==> config.mk <==
export PLATFORM = sky130hd
export DESIGN_NAME = agnus_dma_arbiter
export DESIGN_NICKNAME = d
export VERILOG_FILES = /design/src/rtl/agnus_pkg.sv /design/src/rtl/dma_control_decode.sv /design/src/rtl/bus_priority_execute.sv /design/src/rtl/chip_bus_result.sv /design/src/rtl/agnus_dma_arbiter.sv
export VERILOG_INCLUDE_DIRS = /design/src /design/src/rtl
export SDC_FILE = /design/constraint.sdc
export NUM_CORES = 1
export LEC_CHECK = 0
export BUFFER_PORTS_ARGS = -buffer_cell sky130_fd_sc_hd__buf_2
export CAP_MARGIN = 25
export CORE_AREA = 2 2 112 114
export CTS_CLUSTER_SIZE = 40
export DETAILED_ROUTE_END_ITERATION = 10
export DIE_AREA = 0 0 114 116
export PLACE_DENSITY = 0.53
export SYNTH_ARGS = -nofsm -noshare
export SYNTH_HDL_FRONTEND = slang
export SYNTH_SLANG_ARGS = --single-unit
export TNS_END_PERCENT = 20
==> constraint.sdc <==
create_clock -name clk -period 6.15 [get_ports clk]
set_input_delay 0 -clock clk [delete_from_list [all_inputs] [get_ports clk]]
set_output_delay 0 -clock clk [all_outputs]
set_load 0.01 [all_outputs]
==> src/rtl/agnus_settings.svh <==
// widths and addresses are fixed for OCS Agnus; register addresses are bits 8..1 of the byte offset
`ifndef AGNUS_SETTINGS_SVH
`define AGNUS_SETTINGS_SVH

// ----------------------------------------
// bus widths
// ----------------------------------------
`define CHIP_AW       20      // chip address, bits 20..1
`define REG_AW        8       // register address, bits 8..1
`define DATA_W        16      // data bus

// ----------------------------------------
// register addresses (byte offset >> 1)
// ----------------------------------------
`define REG_IDLE      8'hff   // no register selected
`define REG_DMACON    8'h4b   // DMACON, byte offset 096h
`define REG_DMACONR   8'h01   // DMACONR, byte offset 002h

// ----------------------------------------
// DMACON layout
// ----------------------------------------
`define DMACON_W      13      // stored control bits 12..0
`define DMACON_SETCLR 15      // 1 sets, 0 clears the written bits
`define DMAEN_BIT     9       // master enable
`define BPLEN_BIT     8
`define COPEN_BIT     7
`define BLTEN_BIT     6
`define SPREN_BIT     5
`define BLTPRI_BIT    10      // blitter nasty

`define BLS_CNT_W     2       // slowdown counter width
`define BLS_CNT_MAX   2'd3    // missed CPU cycles before the blitter is held off

`endif

==> src/rtl/agnus_pkg.sv <==
// bundle types for the arbiter; layouts follow the macro widths and must match the testbench
`include "agnus_settings.svh"

package agnus_pkg;

  // ----------------------------------------
  // one DMA channel's address pair
  // ----------------------------------------
  typedef struct packed {
    logic [`CHIP_AW:1] address;     // chip ram word address
    logic [`REG_AW:1]  reg_address; // custom register the fetched word goes to
  } chan_bus_t;

  // enables derived from DMACON, master enable already folded in
  typedef struct packed {
    logic bltpri;  // blitter nasty, taken straight from dmacon
    logic bplen;   // bitplane
    logic copen;   // copper
    logic blten;   // blitter
    logic spren;   // sprites
  } dma_enable_t;

  // chip bus ownership and the request acknowledges
  typedef struct packed {
    logic cpu_custom; // cpu owns chip ram and registers
    logic dbr;        // agnus holds the data bus
    logic dbwe;       // dma write cycle, disk or blitter only
    logic ack_spr;
    logic ack_cop;
    logic ack_blt;
  } bus_grant_t;

  // blitter status, read back in DMACONR
  typedef struct packed {
    logic blit_busy;
    logic blit_zero;
  } blit_status_t;

endpackage

==> src/rtl/dma_control_decode.sv <==
// DMACON is written on any cycle whose bus register address hits it; hwr/lwr only qualify the cpu decode
`timescale 1ns/100ps
`include "agnus_settings.svh"

module dma_control_decode (
  input  logic                       clk,
  input  logic                       reset,
  input  logic                       clk7_en,         // 7 MHz bus clock enable
  input  logic                       aen,             // register bank selected
  input  logic                       rd,
  input  logic                       hwr,
  input  logic                       lwr,
  input  logic [`REG_AW:1]           address_in,      // cpu register address
  input  logic [`DATA_W-1:0]         data_in,
  input  logic [`REG_AW:1]           reg_address,     // register address on the bus
  output logic [`REG_AW:1]           cpu_reg_address,
  output logic [`DMACON_W-1:0]       dmacon,
  output agnus_pkg::dma_enable_t     dma_en
);

  // ----------------------------------------
  // cpu register address decode
  // ----------------------------------------
  logic cpu_access;  // cpu drives a register cycle

  assign cpu_access = aen & (rd | hwr | lwr);

  // idle address keeps every register decoder quiet
  assign cpu_reg_address = cpu_access ? address_in : `REG_IDLE;

  // ----------------------------------------
  // DMACON register
  // ----------------------------------------
  logic dmacon_hit;  // bus addresses DMACON this cycle
  logic set_clr;     // write polarity

  assign dmacon_hit = (reg_address == `REG_DMACON);
  assign set_clr    = data_in[`DMACON_SETCLR];

  always_ff @(posedge clk) begin
    if (reset) begin
      dmacon <= '0;                                       // all channels off
    end else if (clk7_en && dmacon_hit) begin
      if (set_clr)
        dmacon <= dmacon | data_in[`DMACON_W-1:0];        // set the ones
      else
        dmacon <= dmacon & ~data_in[`DMACON_W-1:0];       // clear the ones
    end
  end

  // ----------------------------------------
  // enable levels for the engines
  // ----------------------------------------
  logic dmaen;  // master enable

  assign dmaen = dmacon[`DMAEN_BIT];

  always_comb begin
    dma_en.bltpri = dmacon[`BLTPRI_BIT];                  // not gated by master
    dma_en.bplen  = dmacon[`BPLEN_BIT] & dmaen;
    dma_en.copen  = dmacon[`COPEN_BIT] & dmaen;
    dma_en.blten  = dmacon[`BLTEN_BIT] & dmaen;
    dma_en.spren  = dmacon[`SPREN_BIT] & dmaen;
  end

  // every engine must see itself disabled right after reset
  a_dmacon_reset: assert property (
    @(posedge clk) reset |=> (dmacon == '0)
  ) else $error("dmacon not cleared after reset");

endmodule

==> src/rtl/bus_priority_execute.sv <==
// fixed priority, no fairness; slot allocation is done by the engines, only their requests arrive here
`timescale 1ns/100ps
`include "agnus_settings.svh"

module bus_priority_execute (
  input  logic                    clk,
  input  logic                    reset,
  input  logic                    clk7_en,
  input  logic                    cck,             // colour clock, high on chipset slots
  input  logic                    turbo,           // blitter may take every slot
  input  logic                    bls,             // cpu is waiting for the bus
  input  agnus_pkg::dma_enable_t  dma_en,
  input  logic [`REG_AW:1]        cpu_reg_address,
  input  logic                    dma_dsk,         // disk uses its slot
  input  logic                    wr_dsk,          // disk writes chip ram
  input  agnus_pkg::chan_bus_t    dsk_bus,
  input  logic                    dma_ref,         // refresh slot
  input  logic                    dma_aud,
  input  agnus_pkg::chan_bus_t    aud_bus,
  input  logic                    dma_bpl,
  input  logic                    ddf,             // bitplane data fetch window
  input  agnus_pkg::chan_bus_t    bpl_bus,
  input  logic                    req_spr,
  input  agnus_pkg::chan_bus_t    spr_bus,
  input  logic                    req_cop,
  input  agnus_pkg::chan_bus_t    cop_bus,
  input  logic                    req_blt,
  input  logic                    we_blt,          // blitter writes chip ram
  input  agnus_pkg::chan_bus_t    blt_bus,
  output agnus_pkg::bus_grant_t   grant,
  output logic [`CHIP_AW:1]       address_out,
  output logic [`REG_AW:1]        reg_address,
  output logic                    ena_cop,
  output logic                    blt_enadma
);

  // ----------------------------------------
  // request qualification
  // ----------------------------------------
  logic dma_spr;    // sprite wants and may use the slot
  logic dma_cop;
  logic dma_blt;
  logic bls_open;   // slowdown lets the blitter in
  logic higher;     // any channel above the blitter active

  logic [`BLS_CNT_W-1:0] bls_cnt;  // cpu misses in a row

  // sprites may not steal a slot inside the fetch window
  assign dma_spr  = req_spr & dma_en.spren & ~(ddf & dma_en.bplen);
  assign dma_cop  = req_cop & dma_en.copen;
  assign dma_blt  = req_blt & dma_en.blten;
  assign bls_open = (bls_cnt != `BLS_CNT_MAX);

  assign higher = dma_dsk | dma_ref | dma_aud | dma_bpl | dma_spr | dma_cop;

  // ----------------------------------------
  // priority mux, first match wins
  // ----------------------------------------
  always_comb begin
    grant       = '0;
    address_out = '0;
    reg_address = cpu_reg_address;                 // cpu by default
    if (dma_dsk) begin
      grant.dbr   = 1'b1;
      grant.dbwe  = wr_dsk;                        // disk may write
      address_out = dsk_bus.address;
      reg_address = dsk_bus.reg_address;
    end else if (dma_ref) begin
      grant.dbr   = 1'b1;                          // address stays 0
      reg_address = `REG_IDLE;
    end else if (dma_aud) begin
      grant.dbr   = 1'b1;
      address_out = aud_bus.address;
      reg_address = aud_bus.reg_address;
    end else if (dma_bpl) begin
      grant.dbr   = 1'b1;
      address_out = bpl_bus.address;
      reg_address = bpl_bus.reg_address;
    end else if (dma_spr) begin
      grant.dbr     = 1'b1;
      grant.ack_spr = 1'b1;
      address_out   = spr_bus.address;
      reg_address   = spr_bus.reg_address;
    end else if (dma_cop) begin
      grant.dbr     = 1'b1;
      grant.ack_cop = 1'b1;
      address_out   = cop_bus.address;
      reg_address   = cop_bus.reg_address;
    end else if (dma_blt && bls_open) begin
      grant.dbr     = 1'b1;
      grant.ack_blt = 1'b1;
      grant.dbwe    = we_blt;                      // blitter may write
      address_out   = blt_bus.address;
      reg_address   = blt_bus.reg_address;
    end else begin
      grant.cpu_custom = 1'b1;                     // nobody else wants it
    end
  end

  // copper slots can only be taken by bitplanes above it
  assign ena_cop = ~dma_bpl;

  // blitter runs in any free slot unless the cpu is starving
  assign blt_enadma = dma_en.blten & ~higher & bls_open;

  // ----------------------------------------
  // blitter slowdown counter
  // ----------------------------------------
  always_ff @(posedge clk) begin
    if (reset) begin
      bls_cnt <= '0;
    end else if (clk7_en && (!cck || turbo)) begin  // counts memory cycles only
      if (!bls || dma_en.bltpri)
        bls_cnt <= '0;                              // cpu got through, or nasty mode
      else if (bls_open)
        bls_cnt <= bls_cnt + 1'b1;                  // saturates at the limit
    end
  end

  // ----------------------------------------
  // checks
  // ----------------------------------------
  a_one_ack: assert property (
    @(posedge clk) disable iff (reset)
      $onehot0({grant.ack_spr, grant.ack_cop, grant.ack_blt})
  ) else $error("more than one dma acknowledge");

  a_dbwe_dbr: assert property (
    @(posedge clk) disable iff (reset) grant.dbwe |-> grant.dbr
  ) else $error("dma write without bus ownership");

endmodule

==> src/rtl/chip_bus_result.sv <==
// data_out is an OR merge, so every other source must drive zero when not addressed
`timescale 1ns/100ps
`include "agnus_settings.svh"

module chip_bus_result (
  input  logic [`REG_AW:1]        reg_address,  // register address on the bus
  input  logic [`DMACON_W-1:0]    dmacon,
  input  agnus_pkg::blit_status_t blit_status,
  input  logic [`DATA_W-1:0]      data_blt,     // blitter register read data
  output logic [`DATA_W-1:0]      data_out
);

  // ----------------------------------------
  // DMACONR read-back
  // ----------------------------------------
  logic                dmaconr_hit;
  logic [`DATA_W-1:0]  dmaconr;      // zero unless addressed

  assign dmaconr_hit = (reg_address == `REG_DMACONR);

  always_comb begin
    if (dmaconr_hit) begin
      // bit 15 reads 0, status flags above the stored bits
      dmaconr = {1'b0,
                 blit_status.blit_busy,
                 blit_status.blit_zero,
                 dmacon};
    end else begin
      dmaconr = '0;
    end
  end

  // ----------------------------------------
  // merge onto the read bus
  // ----------------------------------------
  assign data_out = dmaconr | data_blt;

endmodule

==> src/rtl/agnus_dma_arbiter.sv <==
// chip-bus arbitration core only; DMA engines, beam counter and refresh slots live outside
`timescale 1ns/100ps
`include "agnus_settings.svh"

module agnus_dma_arbiter (
  input  logic                    clk,
  input  logic                    reset,
  input  logic                    clk7_en,
  input  logic                    cck,
  input  logic                    turbo,
  input  logic                    bls,
  // cpu bus
  input  logic                    aen,
  input  logic                    rd,
  input  logic                    hwr,
  input  logic                    lwr,
  input  logic [`REG_AW:1]        address_in,
  input  logic [`DATA_W-1:0]      data_in,
  // dma channels
  input  logic                    dma_dsk,
  input  logic                    wr_dsk,
  input  agnus_pkg::chan_bus_t    dsk_bus,
  input  logic                    dma_ref,
  input  logic                    dma_aud,
  input  agnus_pkg::chan_bus_t    aud_bus,
  input  logic                    dma_bpl,
  input  logic                    ddf,
  input  agnus_pkg::chan_bus_t    bpl_bus,
  input  logic                    req_spr,
  input  agnus_pkg::chan_bus_t    spr_bus,
  input  logic                    req_cop,
  input  agnus_pkg::chan_bus_t    cop_bus,
  input  logic                    req_blt,
  input  agnus_pkg::chan_bus_t    blt_bus,
  input  logic                    we_blt,
  input  logic [`DATA_W-1:0]      data_blt,
  input  agnus_pkg::blit_status_t blit_status,
  // chip bus
  output logic [`CHIP_AW:1]       address_out,
  output logic [`REG_AW:1]        reg_address_out,
  output logic [`DATA_W-1:0]      data_out,
  output agnus_pkg::bus_grant_t   grant,
  output logic                    ena_cop,
  output logic                    blt_enadma,
  output agnus_pkg::dma_enable_t  dma_en
);

  // ----------------------------------------
  // stage wiring
  // ----------------------------------------
  logic [`REG_AW:1]     cpu_reg_address;  // decode -> execute
  logic [`DMACON_W-1:0] dmacon;           // decode -> result

  dma_control_decode decode_i (
    .clk, .reset, .clk7_en, .aen, .rd, .hwr, .lwr, .address_in, .data_in,
    .reg_address     (reg_address_out),   // bus address feeds the register write
    .cpu_reg_address, .dmacon, .dma_en
  );

  bus_priority_execute execute_i (
    .clk, .reset, .clk7_en, .cck, .turbo, .bls, .dma_en, .cpu_reg_address,
    .dma_dsk, .wr_dsk, .dsk_bus, .dma_ref, .dma_aud, .aud_bus,
    .dma_bpl, .ddf, .bpl_bus, .req_spr, .spr_bus, .req_cop, .cop_bus,
    .req_blt, .we_blt, .blt_bus,
    .grant, .address_out,
    .reg_address     (reg_address_out),
    .ena_cop, .blt_enadma
  );

  chip_bus_result result_i (
    .reg_address     (reg_address_out),
    .dmacon, .blit_status, .data_blt, .data_out
  );

endmodule

Word level (Yosys, flattened, before mapping)
Cells that the tools add are included.
{"block": "word_totals", "output_inout_bits": 57, "ff_bits": 15}
{"block": "op_classes", "addsub": 1, "reduce_logical": 9, "bitwise": 26, "n_mux": 44, "n_eq_ne": 3}
{"operator": "$mux 20", "count": 7}
{"operator": "$mux 8", "count": 8}
{"operator": "$mux 1", "count": 18}
{"operator": "$or 15x16->16", "count": 1}
{"operator": "$mux 15", "count": 1}
{"operator": "$and 13x13->13", "count": 1}
{"operator": "$mux 13", "count": 1}
{"operator": "$not 13->13", "count": 1}
{"operator": "$or 13x13->13", "count": 1}
{"operator": "$and 1x1->1", "count": 12}
{"operator": "$mux 4", "count": 3}
{"operator": "$mux 2", "count": 5}
{"operator": "$eq 8x1->1 const B", "count": 1}
{"operator": "$eq 8x7->1 const B", "count": 1}
{"operator": "$or 1x1->1", "count": 7}
{"operator": "$logic_and 1x1->1", "count": 3}
{"operator": "$mux 3", "count": 1}
{"operator": "$not 1->1", "count": 3}
{"operator": "$add 2x1->2 const B", "count": 1}
{"operator": "$logic_not 1->1", "count": 2}
{"operator": "$logic_or 1x1->1", "count": 2}
{"operator": "$ne 2x2->1 const B", "count": 1}
{"operator": "$reduce_and 2->1", "count": 1}
{"operator": "$reduce_bool 2->1", "count": 1}

Depth between registers and ports, before layout
{"block": "logic_depth", "word_depth": 14, "mapped_depth": 11}

Modules after synthesis
Synthesis repeated with hierarchy kept, for this count alone.
{"block": "unflattened", "hier_cells": 444, "area_unflattened_um2": 3024.2}
{"mod": "bus_priority_execute", "seq_area_each_um2": 40.0, "area_each_um2": 1856.8, "n_inst": 1, "cells_per_inst": 317}
{"mod": "dma_control_decode", "seq_area_each_um2": 260.2, "area_each_um2": 728.2, "n_inst": 1, "cells_per_inst": 75}
{"mod": "chip_bus_result", "seq_area_each_um2": 0.0, "area_each_um2": 439.2, "n_inst": 1, "cells_per_inst": 52}

Worst setup path before layout
Ideal clock, no wire load.
{"block": "synth_path", "path_kind": "register to register", "from": "register execute_i.bls_cnt[0]", "to": "register with a tool-made name", "slack_ns": 3.525, "arrival_time_ns": 2.493, "path_stages_with_launch": 11, "period_less_slack_ns": 2.625, "path_cell_list": "dfxtp_1 -> ha_1 -> nand4b_1 -> a21oi_2 -> a21oi_1 -> a31oi_1 -> or4b_1 -> buf_2 -> buf_2 -> o31ai_1 -> a21oi_1"}
{"item": "start: declaration", "line": "bus_priority_execute.sv:46", "text": "logic [`BLS_CNT_W-1:0] bls_cnt;"}
{"item": "start signal: assignment", "line": "bus_priority_execute.sv:116", "text": "bls_cnt <= bls_cnt + 1'b1;"}

==> flow_summary.toml <==
[outcome]
status = "finished clean"

[synthesis]
synth_fp_nets = 597
seq_area_frac_synth = 0.125
yosys.area.top_type = "dfxtp_1"
synth_top_area_frac = 0.125
synth.avg_cell_area_um2 = 6.57
syn_area_um2 = 2400
synthTopCellsByArea = "dfxtp_1, a21oi_1, a221oi_1"
synth_most_common_cell = "a21oi_1"
synth-main-ff-cell = "dfxtp_1"
async_flop_share = 0
synth_commonest_cells = "a21oi_1, nor2_1, o21ai_0"
netlist_instances = 366
ys_seq_elements = 15
synth_edf_count = 0
synth.distinct_cells = 43
yosysWarnings = 0

[sta]
maxSlewViolCount = 0
fin_skew_ns = 0.000656
setup_viol = 0
setup_ws_ns = 1.65
relSlewSlack = 0.341
setup_tns_ns = 0
period_share = 0.732
worst_pin_slew_ns = 0.987
fin_crit_ns = 4.50
max_freq_mhz = 222
rsz0062_at_grt = "false"
hold_viol = 0

[detailed_routing]
dr.pass1.iters = 4
topRoutingLayerUsed = "met5"
dr_wl_met3_mm = 1.08
drt_iter0_drc = 193
ant_nets = 0
met1Wirelength_mm = 5.45
num_vias = 3988
wl_per_cell_um = 18.1
drcViolationCount = 0
wirelength_mm = 13.9
routed_via_density = 5.20
wl_met2_mm = 7.21

[setup_path]
rr_worst_depth = 8
cp-endpoint = "data_out[2]"
setup.worst_path.start_class = "flip-flop"
path_class = "reg -> out"
critPathRequiredTime_ns = 6.15
crit_fanout = 17
crit_arrival_ns = 4.50
reg2reg_slack_ns = 2.15
endpoint_kind = "primary output"

[floorplanning]
die_w_um = 114
rows = 40
die_h_um = 116
core_area_um2 = 11900
start_util = 0.202
io_pins = 287
die_area_um2 = 13200

[global_route]
grt_usage = 0.196
antenna_found_initial = 2
grt_overflow = 0
grt_start_max_net_pins = 51
grt_pass1_wl_mm = 20.5
first_global_vias = 3891

[hold_path]
hold_path.class = "in -> out"
worstHoldStart = "data_blt[15]"

[cts]
cts_sinks = 15
insertion_delay_ns = 0.24
clk_pin_slew_ns = 0.05
cts_made_buffers = 3
root_buffer = "clkbuf_16"
cts_buffer_depth = 2
htreeDepth = 1
cts_tree = "built"
cts_hold_buf = 0
cts_resized = 0
cts_setup_buffers = 0

[place]
dp_hpwl_mm = 11.3
pre_cts_ws_ns = 1.90
io_buffers = 282
gp_congestion = 0.862

[cells_and_area]
fillers = 1332
area_growth_pct = 64.2
multi_input_comb_area_um2 = 1870
seqCellArea_um2 = 300
drive_above_1_share = 0.483
nNetsFinal = 851

[run]
max-cap-violations = 0

[power]
leakagePower_nw = 2.01
peakVddDrop_uv = 75.4
powerDensity_nw_per_um2 = 105
totalPowerFinal_mw = 0.413
==> area by class of cell <==
type,instances,area share
Antenna cell,1,0.000634
Clock inverter,1,0.00127
Timing Repair Buffer,288,0.368
Multi-Input combinational cell,296,0.473
Clock buffer,3,0.0190
Inverter,16,0.0152
Tap cell,147,0.0466
Sequential cell,15,0.0761
==> routing by layer <==
metal / up-vias / global-route usage
met5: - / 0
met4: 2 / 0.0325
met3: 12 / 0.0230
met2: 203 / 0.387
met1: 1825 / 0.228
li1: 1946 / -
==> power by group <==
part           switching [mW]  internal [mW]  leakage, nW  total, mW
Clock                  0.0407         0.0869       0.0409      0.128
Combinational          0.0939         0.0931         1.85      0.187
Sequential           0.000408         0.0979        0.121     0.0983
==> logic make-up (layout without fill, tap and decap cells) <==
kind of cell / count (synthesis) / count (layout) / synth area share
adder cells (fa/ha/maj): 1 / 1 / 0.00520
buffers and inverters: 55 / 308 / 0.102
other: 0 / 1 / 0
flip-flops: 15 / 15 / 0.125
AO/OA/AOI/OAI: 177 / 177 / 0.508
AND/OR/NAND/NOR: 118 / 118 / 0.260
==> critical path, stage by stage (launching register included) <==
cell     delay, ns
dfxtp_1       0.54
nand3_1       0.58
nor2_2        0.66
buf_4         0.33
a21oi_1       0.06
a31oi_1       0.25
or4b_1        0.78
nor4_4        0.65
a21o_1        0.24
buf_2         0.13
==> per-stage QoR <==
step / utilization / hold slack [ns] / std cells / cell area [um^2]
after floorplan: - / 0.0691 / 366 / 2400
final: 0.331 / 0.00000392 / 767 / 3950
after global routing: 0.331 / 0.0000167 / 766 / 3950
after CTS: 0.331 / 0.000119 / 766 / 3950
after detailed placement: 0.324 / 0.000119 / 762 / 3860
after global placement: 0.323 / 0.000119 / 760 / 3850
==> worst min path at each step <==
stage,depth (start not counted),slack [ns],endpoint
global placement,0,0.0001,data_out[15]
finish,0,0.000004,data_out[15]
floorplan,1,0.07,flip-flop
detailed placement,0,0.0001,data_out[15]
global route,0,0.00002,data_out[15]
CTS,0,0.0001,data_out[15]
==> placed cells by master (no fill, tap or decap), types with 2 or more instances in the layout <==
cell type,n
and3_1,2
o31ai_1,15
and2_1,5
nand2_1,23
buf_4,5
a221o_1,7
nor2_2,2
o31a_1,7
nand3b_1,2
a31oi_1,6
a2bb2oi_1,2
a21oi_1,45
nand3_1,6
nor3_1,20
a22o_1,21
dfxtp_1,15
nor2_1,27
a21o_1,15
inv_1,16
nor2b_1,2
o211ai_1,2
o21ai_0,25
a221oi_1,22
and4b_1,3
buf_2,283
nand4_1,15
o22ai_1,8
clkbuf_16,3
No activity file was read; power rests on OpenSTA's default activity.
